### src/include/life_consts.svh
// Board geometry and APB register map shared by the RTL and the testbench
// LIFE_DEPTH must equal 2**LIFE_ROW_BITS because row addresses wrap by truncation
`ifndef LIFE_CONSTS_SVH
`define LIFE_CONSTS_SVH

////////////////////
// Board
`define LIFE_WIDTH     16   // Cells per row
`define LIFE_DEPTH     16   // Rows per board
`define LIFE_ROW_BITS  4    // Row index bits
`define LIFE_GENS      2    // Generation stages in the chain

// Rows read per pass with GENS rows of wrap margin on each edge
`define LIFE_PASS_ROWS (`LIFE_DEPTH + 2 * `LIFE_GENS)

////////////////////
// APB word addresses
`define APB_ROW_BASE   8'h00  // Row 0, the other rows follow
`define APB_CTRL       8'h40  // Pass command
`define APB_STATUS     8'h44  // Busy in bit 0
`define APB_GEN_COUNT  8'h48  // Total generations

`endif

### src/life_pkg.sv
// Types for the cell board, sized from the shared constants
// A RAM address holds the board select bit above the row index
`include "life_consts.svh"

package life_pkg;

	// One row of cells, bit i is column i
	typedef logic [`LIFE_WIDTH-1:0] row_t;

	// Row index within one board
	typedef logic [`LIFE_ROW_BITS-1:0] row_addr_t;

	// Board select in the MSB
	typedef logic [`LIFE_ROW_BITS:0] ram_addr_t;

	// Total generations since reset
	typedef logic [31:0] gen_count_t;

endpackage

### src/apb_pkg.sv
// Types for the APB side of the design
// Addresses are word addresses
package apb_pkg;

	typedef logic [7:0]  apb_addr_t;  // Word address
	typedef logic [31:0] apb_data_t;  // Read and write data

	// Register selected by the decoded address
	typedef enum logic [2:0] {
		ROW,        // Board row window
		CTRL,       // Pass command
		STATUS,     // Busy flag
		GEN_COUNT,  // Generation count
		BAD         // Unmapped
	} reg_sel_t;

endpackage

### src/cell_ram.sv
// Two boards in one array with the board select as address MSB
// Registered read with one cycle latency, no reset on the contents
`include "life_consts.svh"

module cell_ram (
	input  logic                clk,
	input  life_pkg::ram_addr_t raddr,
	output life_pkg::row_t      rdata,
	input  life_pkg::ram_addr_t waddr,
	input  logic                we,
	input  life_pkg::row_t      wdata
);

	// Board 0 in the low half, board 1 in the high half
	life_pkg::row_t mem [2 * `LIFE_DEPTH];

	always_ff @(posedge clk) begin
		if (we) begin
			mem[waddr] <= wdata;
		end
		rdata <= mem[raddr];  // Old row if the same address is written
	end

endmodule

### src/gen_stage.sv
// One generation of the torus rule applied to a stream of rows
// Output lags the input by one row and one cycle
`include "life_consts.svh"

module gen_stage (
	input  logic           clk,
	input  logic           reset,
	input  logic           shift,
	input  life_pkg::row_t row_in,
	output life_pkg::row_t row_out
);

	localparam int W = `LIFE_WIDTH;

	life_pkg::row_t win [2];   // [0] newest row, [1] oldest and middle after a shift
	logic [1:0] col_sum [W];   // Three-row sum per column
	logic [1:0] sum_q   [W];   // Sums of the window around the middle row
	logic [3:0] nine    [W];   // Nine-cell sum, cell itself included

	// Window is win[1], win[0] and the incoming row
	always_comb begin
		for (int i = 0; i < W; i++) begin
			col_sum[i] = {1'b0, win[1][i]} + {1'b0, win[0][i]} + {1'b0, row_in[i]};
		end
	end

	////////////////////
	// Window shift
	always_ff @(posedge clk) begin
		if (reset) begin
			win[0] <= '0;
			win[1] <= '0;
			sum_q  <= '{default: '0};
		end else if (shift) begin
			win[1] <= win[0];   // Becomes the middle row
			win[0] <= row_in;
			sum_q  <= col_sum;
		end
	end

	////////////////////
	// Rule with wrapped columns
	always_comb begin
		for (int i = 0; i < W; i++) begin
			nine[i] = {2'b00, sum_q[(i + W - 1) % W]}
				+ {2'b00, sum_q[i]}
				+ {2'b00, sum_q[(i + 1) % W]};
			// Three is birth or survival, four keeps a live cell
			row_out[i] = (nine[i] == 4'd3) || ((nine[i] == 4'd4) && win[1][i]);
		end
	end

endmodule

### src/life_engine.sv
// Cell RAM, the chain of generation stages and the write-back register
// Host strobes must only be raised while the sequencer is idle
`include "life_consts.svh"

module life_engine (
	input  logic                clk,
	input  logic                reset,
	input  logic                shift,
	input  logic                board,
	input  life_pkg::row_addr_t raddr,
	input  life_pkg::row_addr_t waddr,
	input  logic                we,
	input  logic                host_we,
	input  logic                host_re,
	input  life_pkg::row_addr_t host_addr,
	input  life_pkg::row_t      host_wdata,
	output life_pkg::row_t      host_rdata
);

	life_pkg::ram_addr_t ram_raddr;
	life_pkg::ram_addr_t ram_waddr;
	life_pkg::row_t      ram_rdata;
	life_pkg::row_t      ram_wdata;
	life_pkg::row_t      stage_row [`LIFE_GENS + 1];  // [0] from RAM, last is newest generation
	life_pkg::row_t      wb_row;                      // Row waiting for write-back

	// Reads always hit the current board
	assign ram_raddr = {board, (host_re ? host_addr : raddr)};
	// Host writes the current board, a pass fills the other one
	assign ram_waddr = host_we ? {board, host_addr} : {~board, waddr};
	assign ram_wdata = host_we ? host_wdata : wb_row;

	cell_ram cell_ram_i (
		.clk   (clk),
		.raddr (ram_raddr),
		.rdata (ram_rdata),
		.waddr (ram_waddr),
		.we    (we | host_we),
		.wdata (ram_wdata)
	);

	assign stage_row[0] = ram_rdata;
	assign host_rdata   = ram_rdata;  // Valid the cycle after host_re

	for (genvar g = 0; g < `LIFE_GENS; g++) begin : g_stage
		gen_stage gen_stage_i (
			.clk     (clk),
			.reset   (reset),
			.shift   (shift),
			.row_in  (stage_row[g]),
			.row_out (stage_row[g + 1])
		);
	end

	always_ff @(posedge clk) begin
		if (shift) begin
			wb_row <= stage_row[`LIFE_GENS];
		end
	end

endmodule

### src/life_sequencer.sv
// Drives back to back passes over the board, each worth LIFE_GENS generations
// Start is ignored while busy or with a zero pass count
`include "life_consts.svh"

module life_sequencer (
	input  logic                 clk,
	input  logic                 reset,
	input  logic                 start,
	input  apb_pkg::apb_data_t   pass_count,
	output logic                 busy,
	output logic                 board,
	output life_pkg::row_addr_t  raddr,
	output life_pkg::row_addr_t  waddr,
	output logic                 we,
	output logic                 shift,
	output life_pkg::gen_count_t gen_count
);

	// Read issue to write cycle. RAM read, one per stage, write-back
	localparam int PIPE     = `LIFE_GENS + 2;
	localparam int PASS_LEN = `LIFE_PASS_ROWS + PIPE;
	localparam int FIRST_WR = PIPE + 2 * `LIFE_GENS;  // Every stage window full
	localparam int CNT_BITS = $clog2(PASS_LEN);

	logic [CNT_BITS-1:0] cnt;         // Cycle within the pass
	apb_pkg::apb_data_t  remaining;   // Passes left, current one included
	logic                last_cycle;  // Final write of the pass

	assign last_cycle = (cnt == CNT_BITS'(PASS_LEN - 1));

	////////////////////
	// Pass control
	always_ff @(posedge clk) begin
		if (reset) begin
			busy      <= 1'b0;
			board     <= 1'b0;
			cnt       <= '0;
			remaining <= '0;
			gen_count <= '0;
		end else if (!busy) begin
			if (start && (pass_count != '0)) begin
				busy      <= 1'b1;
				remaining <= pass_count;
				cnt       <= '0;
			end
		end else if (last_cycle) begin
			gen_count <= gen_count + life_pkg::gen_count_t'(`LIFE_GENS);
			board     <= ~board;  // New generation becomes current
			remaining <= remaining - 1'b1;
			cnt       <= '0;
			if (remaining == apb_pkg::apb_data_t'(1)) begin
				busy <= 1'b0;
			end
		end else begin
			cnt <= cnt + 1'b1;
		end
	end

	////////////////////
	// RAM and stage strobes
	// Reads start GENS rows above row 0 and wrap
	assign raddr = life_pkg::row_addr_t'(cnt - `LIFE_GENS);
	assign waddr = life_pkg::row_addr_t'(cnt - FIRST_WR);  // Row 0 on the first write
	assign we    = busy && (cnt >= CNT_BITS'(FIRST_WR));
	assign shift = busy;  // Stages run every cycle of a pass

endmodule

### src/life_apb_regs.sv
// APB slave for board rows, the pass command and status
// A row read adds one wait state, board access and CTRL writes are refused while busy
`include "life_consts.svh"

module life_apb_regs (
	input  logic                 clk,
	input  logic                 reset,
	input  logic                 psel,
	input  logic                 penable,
	input  logic                 pwrite,
	input  apb_pkg::apb_addr_t   paddr,
	input  apb_pkg::apb_data_t   pwdata,
	output apb_pkg::apb_data_t   prdata,
	output logic                 pready,
	output logic                 pslverr,
	input  logic                 busy,
	input  life_pkg::gen_count_t gen_count,
	output logic                 start,
	output apb_pkg::apb_data_t   pass_count,
	output logic                 host_we,
	output logic                 host_re,
	output life_pkg::row_addr_t  host_addr,
	output life_pkg::row_t       host_wdata,
	input  life_pkg::row_t       host_rdata
);

	apb_pkg::reg_sel_t  sel;
	apb_pkg::apb_addr_t row_off;  // Offset from row 0
	logic access;                 // Access phase
	logic err;                    // Refused transfer
	logic row_rd;                 // Accepted row read
	logic ctrl_wr;                // Accepted pass command
	logic rd_wait;                // Second access cycle of a row read

	////////////////////
	// Address decode
	assign row_off = paddr - `APB_ROW_BASE;

	always_comb begin
		if (row_off < apb_pkg::apb_addr_t'(`LIFE_DEPTH)) begin
			sel = apb_pkg::ROW;
		end else begin
			case (paddr)
				`APB_CTRL:      sel = apb_pkg::CTRL;
				`APB_STATUS:    sel = apb_pkg::STATUS;
				`APB_GEN_COUNT: sel = apb_pkg::GEN_COUNT;
				default:        sel = apb_pkg::BAD;
			endcase
		end
	end

	assign access = psel && penable;
	assign err = (sel == apb_pkg::BAD)
		|| (busy && (sel == apb_pkg::ROW))
		|| (busy && (sel == apb_pkg::CTRL) && pwrite);

	assign row_rd  = (sel == apb_pkg::ROW) && !pwrite && !err;
	assign ctrl_wr = access && pwrite && (sel == apb_pkg::CTRL) && !err;

	////////////////////
	// Handshake
	assign pready  = access && (!row_rd || rd_wait);  // Row read waits one cycle
	assign pslverr = pready && err;

	// Host row port, current board only
	assign host_re    = access && row_rd && !rd_wait;  // Address goes out in the first cycle
	assign host_we    = access && pwrite && (sel == apb_pkg::ROW) && !err;
	assign host_addr  = life_pkg::row_addr_t'(row_off);
	assign host_wdata = life_pkg::row_t'(pwdata);

	always_ff @(posedge clk) begin
		if (reset) begin
			rd_wait    <= 1'b0;
			start      <= 1'b0;
			pass_count <= '0;
		end else begin
			rd_wait <= host_re;
			start   <= ctrl_wr;  // Sequencer sees start with the new count
			if (ctrl_wr) begin
				pass_count <= pwdata;
			end
		end
	end

	// Read data only on a completing read that is not refused
	always_comb begin
		prdata = '0;
		if (pready && !pwrite && !err) begin
			case (sel)
				apb_pkg::ROW:       prdata = apb_pkg::apb_data_t'(host_rdata);
				apb_pkg::CTRL:      prdata = pass_count;  // Last command written
				apb_pkg::STATUS:    prdata = apb_pkg::apb_data_t'(busy);
				apb_pkg::GEN_COUNT: prdata = apb_pkg::apb_data_t'(gen_count);
				default:            prdata = '0;
			endcase
		end
	end

endmodule

### src/life_top.sv
// Life engine reached over APB
// The host seeds and reads the board only while no pass runs
module life_top (
	input  logic               clk,
	input  logic               reset,
	input  logic               psel,
	input  logic               penable,
	input  logic               pwrite,
	input  apb_pkg::apb_addr_t paddr,
	input  apb_pkg::apb_data_t pwdata,
	output apb_pkg::apb_data_t prdata,
	output logic               pready,
	output logic               pslverr
);

	// Sequencer to register block
	logic                 busy;
	life_pkg::gen_count_t gen_count;
	logic                 start;
	apb_pkg::apb_data_t   pass_count;

	// Host row port
	logic                 host_we;
	logic                 host_re;
	life_pkg::row_addr_t  host_addr;
	life_pkg::row_t       host_wdata;
	life_pkg::row_t       host_rdata;

	// Sequencer to engine
	logic                 board;
	life_pkg::row_addr_t  raddr;
	life_pkg::row_addr_t  waddr;
	logic                 we;
	logic                 shift;

	life_apb_regs life_apb_regs_i (
		.clk        (clk),
		.reset      (reset),
		.psel       (psel),
		.penable    (penable),
		.pwrite     (pwrite),
		.paddr      (paddr),
		.pwdata     (pwdata),
		.prdata     (prdata),
		.pready     (pready),
		.pslverr    (pslverr),
		.busy       (busy),
		.gen_count  (gen_count),
		.start      (start),
		.pass_count (pass_count),
		.host_we    (host_we),
		.host_re    (host_re),
		.host_addr  (host_addr),
		.host_wdata (host_wdata),
		.host_rdata (host_rdata)
	);

	life_sequencer life_sequencer_i (
		.clk        (clk),
		.reset      (reset),
		.start      (start),
		.pass_count (pass_count),
		.busy       (busy),
		.board      (board),
		.raddr      (raddr),
		.waddr      (waddr),
		.we         (we),
		.shift      (shift),
		.gen_count  (gen_count)
	);

	life_engine life_engine_i (
		.clk        (clk),
		.reset      (reset),
		.shift      (shift),
		.board      (board),
		.raddr      (raddr),
		.waddr      (waddr),
		.we         (we),
		.host_we    (host_we),
		.host_re    (host_re),
		.host_addr  (host_addr),
		.host_wdata (host_wdata),
		.host_rdata (host_rdata)
	);

endmodule

### config.mk
export PLATFORM = sky130hd
export DESIGN_NAME = life_top
export DESIGN_NICKNAME = d
export VERILOG_FILES = /design/src/life_pkg.sv /design/src/apb_pkg.sv /design/src/cell_ram.sv /design/src/gen_stage.sv /design/src/life_engine.sv /design/src/life_sequencer.sv /design/src/life_apb_regs.sv /design/src/life_top.sv
export VERILOG_INCLUDE_DIRS = /design/src /design/src/include
export SDC_FILE = /design/constraint.sdc
export NUM_CORES = 1
export LEC_CHECK = 0
export ABC_CLOCK_PERIOD_IN_PS = 4900
export BUFFER_PORTS_ARGS = -buffer_cell sky130_fd_sc_hd__buf_2
export CAP_MARGIN = 30
export CORE_AREA = 5 5 278 307
export CTS_CLUSTER_DIAMETER = 40
export DETAILED_ROUTE_END_ITERATION = 7
export DIE_AREA = 0 0 283 312
export MAX_ROUTING_LAYER = met4
export PLACE_DENSITY_LB_ADDON = 0.05
export SYNTH_ARGS = -nofsm -noshare
export SYNTH_HDL_FRONTEND = slang
export SYNTH_SLANG_ARGS = --single-unit
### constraint.sdc
create_clock -name clk -period 4.9 [get_ports clk]
set_input_delay 0.98 -clock clk [delete_from_list [all_inputs] [get_ports clk]]
set_output_delay 0.98 -clock clk [all_outputs]
set_load 0.05 [all_outputs]
-- After elaboration in Yosys (flattened, before gate mapping)
Memories as Yosys holds them, arrays and structs flattened. A register that Yosys moved wholly into a read port is not among the register bits.
Cells that the tools add are included.
- logic and storage cells: 382
- register bits: 185
- RAM bits: 576
- input bits: 45
- memories: 3
- output and inout port bits: 34
- memories (name ; words ; bits a word ; read ports ; clocked after Yosys merged registers in ; wr ports ; RTL line ; source):
    life_engine_i.cell_ram_i.mem ; 32 ; 16 ; 1 ; 1 ; 1 ; cell_ram.sv:15 ; life_pkg::row_t mem [2 * `LIFE_DEPTH];
    life_engine_i.g_stage[0].gen_stage_i.win ; 2 ; 16 ; 2 ; 0 ; 2 ; gen_stage.sv:15 ; life_pkg::row_t win [2];
    life_engine_i.g_stage[1].gen_stage_i.win ; 2 ; 16 ; 2 ; 0 ; 2 ; gen_stage.sv:15 ;
- mux-type cells: 28
- $add $sub $neg: 133
- bitwise logic cells: 6
- reductions and logical operators: 95
- equality and inequality tests: 74
- magnitude comparators: 2
- operator list (kind ; number):
    3-bit by 2-bit adder with 4-bit output ; 32
    4-bit by 2-bit equality test with 1-bit output (second input constant) ; 32
    4-bit by 3-bit equality test with 1-bit output (second input constant) ; 32
    32-bit 2-to-1 mux ; 4
    32-bit case mux with 4 select lines ; 1
    2-bit by 2-bit adder with 3-bit output ; 32
    16-bit 2-to-1 mux ; 5
    1-bit by 1-bit adder with 2-bit output ; 32
    2-bit by 1-bit adder with 2-bit output ; 32
    1-bit logical AND ; 51
    1-bit logical OR ; 35
    32-bit by 2-bit adder with 32-bit output (second input constant) ; 1
    32-bit by 1-bit equality test with 1-bit output (second input constant) ; 1
    32-bit nonzero test ; 1
    32-bit by 1-bit subtractor with 32-bit output (second input constant) ; 1
    8-bit by 7-bit equality test with 1-bit output (second input constant) ; 3
    5-bit 2-to-1 mux ; 4
    1-bit 2-to-1 mux ; 11
    3-bit case mux with 3 select lines ; 1
    8-bit by 5-bit < comparator with 1-bit output (second input constant) ; 1
    3-bit by 2-bit equality test with 1-bit output (second input constant) ; 2
    5-bit by 1-bit adder with 5-bit output (second input constant) ; 1
    5-bit equality test (second input constant) ; 1
    5-bit by 4-bit >= comparator with 1-bit output (second input constant) ; 1
    other kinds (13) ; 21

-- Depth between registers and ports, before layout
Gate-level depths: netlist of the first run.
- word-level depth: 15
- depth in mapped cells: 11
- gate-level depth less buffers: 9

-- Hierarchy
A second synthesis of the first run with hierarchy kept.
- cell total of the unflattened synthesis: 2759
- area total of the unflattened synthesis: 36550.1 um^2
- by module, submodules not included (module ; area an instance (um^2) ; sequential area each (um^2) ; cells an instance ; instances):
    cell_ram ; 20534.7 ; 15695.1 ; 1143 ; 1
    gen_stage (life_engine_i.g_stage[0].gen_stage_i) ; 4307.9 ; 1601.5 ; 381 ; 1
    gen_stage (life_engine_i.g_stage[1].gen_stage_i) ; 4302.9 ; 1601.5 ; 381 ; 1
    life_sequencer ; 4097.7 ; 1401.3 ; 528 ; 1
    life_apb_regs ; 2518.7 ; 680.7 ; 282 ; 1
    life_engine ; 788.3 ; 480.5 ; 44 ; 1

-- Worst setup path before layout of the first run
No wires, ideal clock.
- path type: input to output
- from: input paddr[1]
- to: output prdata[0]
- required time: 3.920 ns
- path slack: 0.762 ns
- arrival time: 3.158 ns
- buffers on the path: 2
- cell stages on the path: 7
- path through: clkbuf_1 nor4_1 nand3b_1 nor3_1 clkbuf_1 nand2_1 a21oi_1
- longest elaborated chain between the ends: 15
- elaborated cells on any way between the ends: 26
- those cells by class: order compare (1); eq/ne (7); mux (4); reduce/logical (14)
- RTL lines (element ; RTL line ; source):
    start: declaration ; life_top.sv:9 ; input apb_pkg::apb_addr_t paddr,
    branches (longest 2 deep; another with 8-bit by 5-bit < comparator with 1-bit output) ; - ;
    3-bit 2-to-1 mux (*) ; life_apb_regs.sv:40 ; if (row_off < apb_pkg::apb_addr_t'(`LIFE_DEPTH)) begin
    3-bit by 1-bit equality test with 1-bit output / 3-bit logical NOT (equally long branches) ; - ;
    1-bit logical AND (on tied branches) ; life_apb_regs.sv:55, life_apb_regs.sv:54 ;
    1-bit logical AND / 1-bit logical OR (equally long branches) ; life_apb_regs.sv:55, life_apb_regs.sv:54 ;
    1-bit logical OR ; life_apb_regs.sv:55 ; || (busy && (sel == apb_pkg::CTRL) && pwrite);
    1-bit logical NOT ; life_apb_regs.sv:57, life_apb_regs.sv:88 ;
    1-bit logical AND ; life_apb_regs.sv:57 ; assign row_rd = (sel == apb_pkg::ROW) && !pwrite && !err;
    1-bit logical NOT ; life_apb_regs.sv:62 ; assign pready = access && (!row_rd || rd_wait);
    1-bit logical OR ; life_apb_regs.sv:62 ;
    1-bit logical AND ; life_apb_regs.sv:62 ;
    1-bit logical AND (2 in a row) ; life_apb_regs.sv:88 ; if (pready && !pwrite && !err) begin
    32-bit 2-to-1 mux (*) ; life_apb_regs.sv:88 ;
    end: declaration ; life_top.sv:11 ; output apb_pkg::apb_data_t prdata,
Every way passes the cells marked *.

-- Worst setup path in the final report of the first run
- from: input paddr[5]
- to: output prdata[0]
The elaborated chain is that of the path after synthesis.

==> summary.txt, run 1 <==
Setup path
  • Delay-heaviest family, CP: simple AND/OR/NAND/NOR gates
  • Data arrival, critical path: approximately 3200 ps
  • Reg2reg setup slack: 990 ps
  • Critical-path maximum fanout: 32
  • Setup CP Type: primary input to output port
  • Worst R2R Path Depth: 8
  • Startpoint Class: primary input
  • Required time at the worst-slack endpoint: 3920 ps
  • Crit. End Element: output port
  • CP max stage cell: or4_1
  • Reg-to-reg critical path endpoint: life_engine_i.cell_ram_i.rdata[4]$_DFF_P_
  • Crit-path cells: buf_2 > or4_1 > nor2_1 > a21oi_1 > or3_1 > buf_4 > a21oi_1 > buf_2
  • Reg2Reg Launch Point: life_sequencer_i.busy$_SDFF_PP0_
  • Max stage delay on crit path: 680 ps
  • Buffer and inverter count on the worst path: 3

Yosys
  • Post-synth cell types: 62
  • Synth Net Count: 2876
  • Mean Syn Cell Area: 13.0 sq um
  • Most common cell in the netlist: edfxtp_1
  • #FFs+latches synth: 776
  • Yosys top cell area share: 51.2%
  • Register area share after synthesis: 61.8%
  • Top cells by area, synth: edfxtp_1, dfxtp_1, mux2i_1
  • Post-Synthesis Cells: 2665
  • Post-synth top cells: edfxtp_1, mux2i_1, nor2_1
  • Syn Std Cell Area: 0.0347 sq mm
  • EDFF count, synth: 592
  • Ys Warns: 0
  • Leading area contributor after synthesis: edfxtp_1
  • Ys flop type: edfxtp_1
  • FFs w/ async S/R, synth: 0%

Cells and area
  • Final nets: 3040
  • Share of cells above drive strength 1: 14.2%
  • Area growth syn-to-layout: 17.6%

Outcome
  • Outcome: completed

Floorplanning
  • Die H: 312 microns
  • Core area: roughly 0.08 sq mm
  • Initial Util: 42.6%
  • Rows: 110
  • Num ports: 79
  • Die width: 283 microns
  • Die area: approximately 0.088 sq mm

Global route
  • First-pass GRT wire length: 148 mm
  • Vias in the first global route: 22.9k
  • Pin count of the biggest net entering global routing: 162
  • Total global-route track usage: 22.8%
  • Antenna violations before repair: 5
  • GR Overflow Total: 0

Routing
  • Pre-antenna DRT Iters: 6
  • Routed len/inst: 25.0 microns
  • Wl on met1: 42.0 mm
  • Iteration-0 DRC Markers: 1831
  • Vias post-DR: 22.4k
  • Residual DRC: 0
  • WL final: 99.9 mm
  • Top sig layer: met4
  • Vias/cell: 5.59
  • Met3 Routed Length: 4.95 mm
  • DRT antenna net count: 0
  • DR WL met2: 49.7 mm

CTS
  • Worst-path clk slew: 50 ps
  • Post-CTS Resized: 0
  • CTS root buf: clkbuf_16
  • CTS Hold Bufs: 0
  • Post-CTS Setup Inserts: 0
  • Cts bufs inserted: 120
  • TritonCTS clock tree: done
  • Sink Count: 776
  • Clock Path Buffers: 3
  • H-tree depth: 3
  • Worst skew pair latency: 690 ps

Job
  • Max_cap viols: 0

Pwr
  • Post-layout total power: 15800 uW
  • Peak supply drop: approximately 0.29 mV
  • Pwr Density: 386 mW/mm^2
  • Leak: 0.0161 uW

STA
  • Worst slew pin tran: 993 ps
  • Peak Freq: 237 MHz
  • Post-route clock skew: between 20 and 25 ps
  • Final worst path period share: a little under nine tenths
  • Setup TNS Final: 0 ps
  • Final slew viol count: 0
  • Slew margin rel.: 33.8%
  • Fin crit period: 4220 ps
  • Final setup viols: 0
  • RSZ-0062 raised after global routing: false
  • Count of final hold-check violations: 0

Worst hold path
  • Hold Path Cell Cnt: 2
  • Hold Crit Class: flip-flop to flip-flop
  • Hold EP: life_engine_i.g_stage[1].gen_stage_i.sum_q[18]$_SDFFE_PP0P_
  • Hold Path Origin: life_engine_i.g_stage[1].gen_stage_i.sum_q[18]$_SDFFE_PP0P_

Placed design
  • HPWL after DPL: 66.5 mm
  • Gpl congestion: 0.885
  • Port Buffers: 78
-- cell usage in the layout (no fill, tap or decap), drive strengths merged, types with 50 or more instances in the layout --
master,synthesis,layout
ha,70,70
buf,35,182
mux2i,300,300
a21oi,107,107
nand2,200,200
nor3,50,50
clkbuf,105,135
fa,96,96
dfxtp,184,184
a22oi,98,98
inv,140,170
o22ai,71,71
edfxtp,592,592
nor2,228,228
-- logic make-up (layout without fill, tap and decap cells) --
| logic type | count (synthesis) | count (layout) | synth area share (%) |
|---|---|---|---|
| DFF | 776 | 776 | 61.8 |
| and+or+nand+nor | 674 | 674 | 9.01 |
| AOI/OAI and AO/OA | 439 | 439 | 8.22 |
| muxes | 303 | 303 | 8.75 |
| buffers and inverters | 280 | 552 | 3.53 |
| adders and majority gates | 166 | 166 | 8.05 |
| xor gates and xnor gates | 27 | 27 | 0.681 |
| other | 0 | 1 | 0 |
-- state kept, by name, summed over array words and instances, names as in the netlist --
signal                                   count
life_apb_regs_i.rd_wait                      1
life_sequencer_i.busy                        1
life_sequencer_i.gen_count                  31
life_apb_regs_i.pass_count                  32
life_engine_i.cell_ram_i.rdata              16
life_sequencer_i.cnt                         5
life_engine_i.wb_row                        16
life_engine_i.cell_ram_i.mem               512
life_apb_regs_i.start                        1
life_sequencer_i.board                       1
life_engine_i.g_stage.gen_stage_i.win       64
life_engine_i.g_stage.gen_stage_i.sum_q     64
life_sequencer_i.remaining                  32
-- metrics by stage --
stage                     area [sq um]  util (%)  hold slack, ps  worst slack (ps)  cells
after global routing             40900      50.1             508               575   4001
final                            40900      50.1             477               679   4002
after global placement           36600      44.9             469              18.6   3765
after detailed placement         36700      45.0             471               120   3770
after floorplan                  34700         -             456               762   2665
after CTS                        40800      50.0             480               732   4000
-- worst reg2reg max path: cells and delay by family (launching register included) --
kind,cells,cell delay (ps)
flops,1,480
simple gates,4,2130
compound gates,2,520
mux,1,360
buf+inv,1,240
-- per-layer routing --
metal  up-vias  track usage (%)
li1      10282                -
met1     11315             28.7
met2       614             38.5
met3       168             3.13
met4         0             7.70
met5         -                -
-- how the worst max path moves through the flow --
stage	startpoint	endpoint	slack, ps	cells after the start
finish	paddr[5]	prdata[0]	680	8
global route	paddr[5]	prdata[0]	570	8
CTS	paddr[5]	prdata[0]	730	8
detailed placement	paddr[5]	life_engine_i.cell_ram_i.rdata[4]$_DFF_P_	120	9
global placement	paddr[5]	life_engine_i.cell_ram_i.rdata[7]$_DFF_P_	20	9
floorplan	paddr[1]	prdata[0]	760	7
-- power breakdown --
group          switching (uW)  total [uW]  internal [uW]
clock                    3290        8570           5280
sequential               15.1        7040           7020
combinational             116         163           47.3
-- cell type report --
class	instances	area [sq um]
multi-input combinational	1609	12100
clock inverter	95	973
sequential	776	21500
tap	1064	1330
inverter	140	526
timing repair buffer	182	1270
clock buffer	135	3140
fill	7229	40800
antenna	1	2.50
Note: power is estimated with default switching activity, not from simulation.
==> run 2, diff against run 1 <==
--- a/config.mk
+++ b/config.mk
@@ -6,13 +6,14 @@
 export SDC_FILE = /design/constraint.sdc
 export NUM_CORES = 1
 export LEC_CHECK = 0
+export ABC_AREA = 1
 export ABC_CLOCK_PERIOD_IN_PS = 4900
 export BUFFER_PORTS_ARGS = -buffer_cell sky130_fd_sc_hd__buf_2
 export CAP_MARGIN = 30
-export CORE_AREA = 5 5 278 307
+export CORE_AREA = 5 5 289 319
 export CTS_CLUSTER_DIAMETER = 40
 export DETAILED_ROUTE_END_ITERATION = 7
-export DIE_AREA = 0 0 283 312
+export DIE_AREA = 0 0 294 324
 export MAX_ROUTING_LAYER = met4
 export PLACE_DENSITY_LB_ADDON = 0.05
 export SYNTH_ARGS = -nofsm -noshare
==> summary.txt, run 2 <==
Floorplanning
  • Num ports: 79
  • Die width: 294 microns
  • Die H: 324 microns
  • Core area: between 0.08 and 0.09 sq mm
  • Rows: 115
  • Die area: 0.0953 sq mm
  • Initial Util: 42.4%

Setup path
  • CP max stage cell: buf_2
  • Startpoint Class: primary input
  • Critical path origin: paddr[1]
  • Stages on worst setup path: 12
  • Buffer and inverter count on the worst path: 5
  • Data arrival, critical path: 3000 ps
  • Reg2reg setup slack: between 1500 and 2000 ps
  • Max stage delay on crit path: just over 300 ps
  • Crit. End Element: output port
  • Delay-heaviest family, CP: buffers and inverters
  • Reg-to-reg critical path endpoint: life_engine_i.cell_ram_i.rdata[5]$_DFF_P_
  • Setup CP Type: primary input to output port
  • Crit-path cells: buf_2 > inv_1 > nand2_1 > nor4_4 > a21oi_1 > nand3_1 > nand2_1 > inv_1 > nand3_1 > buf_4 > a31oi_1 > buf_2
  • Worst R2R Path Depth: 10
  • Critical-path maximum fanout: 32
  • Required time at the worst-slack endpoint: 3920 ps
  • Reg2Reg Launch Point: life_sequencer_i.busy$_SDFF_PP0_

STA
  • Final worst path period share: 81.2%
  • Final slew viol count: 0
  • Post-route clock skew: about 26 ps
  • Setup TNS Final: 0 ps
  • Slew margin rel.: 38.1%
  • Count of final hold-check violations: 0
  • Final setup margin: 921 ps
  • Fin crit period: about 4000 ps
  • Worst slew pin tran: 929 ps
  • Final setup viols: 0
  • Peak Freq: roughly 250 MHz
  • RSZ-0062 raised after global routing: false

Yosys
  • Top cells by area, synth: edfxtp_1, dfxtp_1, nand2_1
  • Syn Std Cell Area: 0.0377 sq mm
  • Post-synth cell types: 46
  • Ys Warns: 0
  • Synth Net Count: 4201
  • Yosys top cell area share: 47.2%
  • Leading area contributor after synthesis: edfxtp_1
  • Register area share after synthesis: 56.9%
  • Post-Synthesis Cells: 3990
  • Post-synth top cells: nand2_1, inv_1, edfxtp_1
  • Mean Syn Cell Area: 9.44 sq um
  • EDFF count, synth: between 500 and 600
  • Most common cell in the netlist: nand2_1
  • Ys flop type: edfxtp_1
  • #FFs+latches synth: 776
  • FFs w/ async S/R, synth: 0%

CTS
  • Sink Count: roughly 780
  • CTS Hold Bufs: 0
  • H-tree depth: 4
  • Worst-path clk slew: ~40 ps
  • Post-CTS Resized: 0
  • Post-CTS Setup Inserts: 0
  • Worst skew pair latency: approximately 730 ps
  • Cts bufs inserted: 136
  • TritonCTS clock tree: done
  • Clock Path Buffers: 3
  • CTS root buf: clkbuf_16

Global route
  • Pin count of the biggest net entering global routing: 87
  • Total global-route track usage: around a quarter
  • First-pass GRT wire length: 169 mm
  • Antenna violations before repair: 1
  • Vias in the first global route: between 20k and 30k
  • GR Overflow Total: 0

Pwr
  • Pwr Density: 379 mW/mm^2
  • Post-layout total power: 17000 uW
  • Leak: 0.0187 uW
  • Peak supply drop: 0.324 mV

Cells and area
  • Commonest non-fill, non-tap cell in the layout: nand2_1
  • Area growth syn-to-layout: 18.9%
  • Reg with most FFs: life_engine_i.cell_ram_i.mem
  • Utilization after layout: 50.5%
  • Multi-input logic area: 0.0128 sq mm
  • Final-layout fill cell count: 8332
  • Max reg flops: 512
  • FF+latch area: 0.0215 sq mm
  • Final std cells w/o fill: about 5.4k
  • # diodes: 0
  • Final nets: 4337
  • Commonest non-fill, non-tap cells in the layout: nand2_1, inv_1, edfxtp_1
  • Biggest regs: life_engine_i.cell_ram_i.mem (512), life_engine_i.g_stage.gen_stage_i.sum_q (64), life_engine_i.g_stage.gen_stage_i.win (64)
  • Share of cells above drive strength 1: 10.6%

Routing
  • Pre-antenna DRT Iters: 7
  • DRT antenna net count: 0
  • Vias/cell: just over 5
  • Routed len/inst: between 20 and 25 microns
  • WL final: between 100 and 150 mm
  • Residual DRC: 0
  • Vias post-DR: 27.5k
  • Iteration-0 DRC Markers: 2190

Placed design
  • HPWL after DPL: about 71 mm
  • Port Buffers: 78
  • Pre-CTS setup slack: 811 ps
  • Dpl cells: slightly above 5k
  • Gpl congestion: ~0.88

Outcome
  • Outcome: completed

Worst hold path
  • Hold Path Cell Cnt: 2
  • Hold EP: life_sequencer_i.remaining[30]$_SDFFE_PP0P_
  • Hold Crit Class: flip-flop to flip-flop
  • Hold Path Origin: life_sequencer_i.remaining[30]$_SDFFE_PP0P_

Job
  • Max_cap viols: 0
==> run 2: cell count changes after synthesis, moves of 44 or more <==
cell / previous run / this run
nand3_1: 30 / 569
o21ai_0: 44 / 119
inv_1: 140 / 745
a211oi_1: 49 / 5
mux2i_1: 300 / 3
nand3b_1: 7 / 51
buf_2: 7 / 66
o22ai_1: 71 / 17
a22oi_1: 98 / 0
nand2_1: 200 / 802
==> run 2: power breakdown <==
group	total, uW	switching [uW]	internal [uW]
clock	9750	3340	6410
sequential	7040	17.3	7020
combinational	174	126	47.4
total	17000	3490	13500
==> run 2: cell type report <==
type | count | share of cell area, %
multi-input cells | 2278 | 28.6
flip-flops and latches | 776 | 47.9
inverters | 749 | 6.27
clock buffers | 173 | 8.50
well taps | 1170 | 3.27
repair buffers | 185 | 3.36
clock inverters | 75 | 2.09
==> run 2: how the worst max path moves through the flow <==
| stage | slack [ps] | endpoint |
|---|---|---|
| floorplan | 510 | prdata[13] |
| global placement | 850 | life_engine_i.cell_ram_i.mem[29][5]$_DFFE_PP_ |
| detailed placement | 810 | life_engine_i.cell_ram_i.mem[29][6]$_DFFE_PP_ |
| CTS | 960 | prdata[14] |
| global route | 730 | prdata[10] |
| finish | 920 | prdata[11] |
==> run 2: metrics by stage <==
stage	hold WS (ps)	instance area (sq um)
global route	507	44800
floorplan	437	37700
CTS	466	44800
global placement	455	39900
finish	473	44800
detailed placement	459	40000
==> run 2: routing by layer <==
| metal | vias to the layer above | track usage (%) | share of wire, % |
|---|---|---|---|
| li1 | 13327 | - | - |
| met1 | 13239 | 32.8 | 45 |
| met2 | 769 | 37.4 | 46 |
| met3 | 170 | 4.65 | 6.4 |
| met4 | 0 | 6.85 | 2.5 |
| met5 | - | - | 0 |
==> run 2: worst min-delay path, delay by kind of cell (launching register included) <==
| family | cells | cell delay, ps |
|---|---|---|
| AO/OA/AOI/OAI | 1 | 60 |
| flip-flops | 1 | 310 |
| AND/OR/NAND/NOR | 1 | 60 |
==> run 2: kinds of logic after synthesis <==
kind of cell             Yosys count  synth area share [%]
AO/OA/AOI/OAI                    331                  4.84
multiplexers                       6                 0.169
buffers and inverters            936                  9.64
flip-flops                       776                  56.9
XOR/XNOR                          26                 0.604
adder cells (fa/ha/maj)          166                  7.42
AND/OR/NAND/NOR                 1749                  20.4
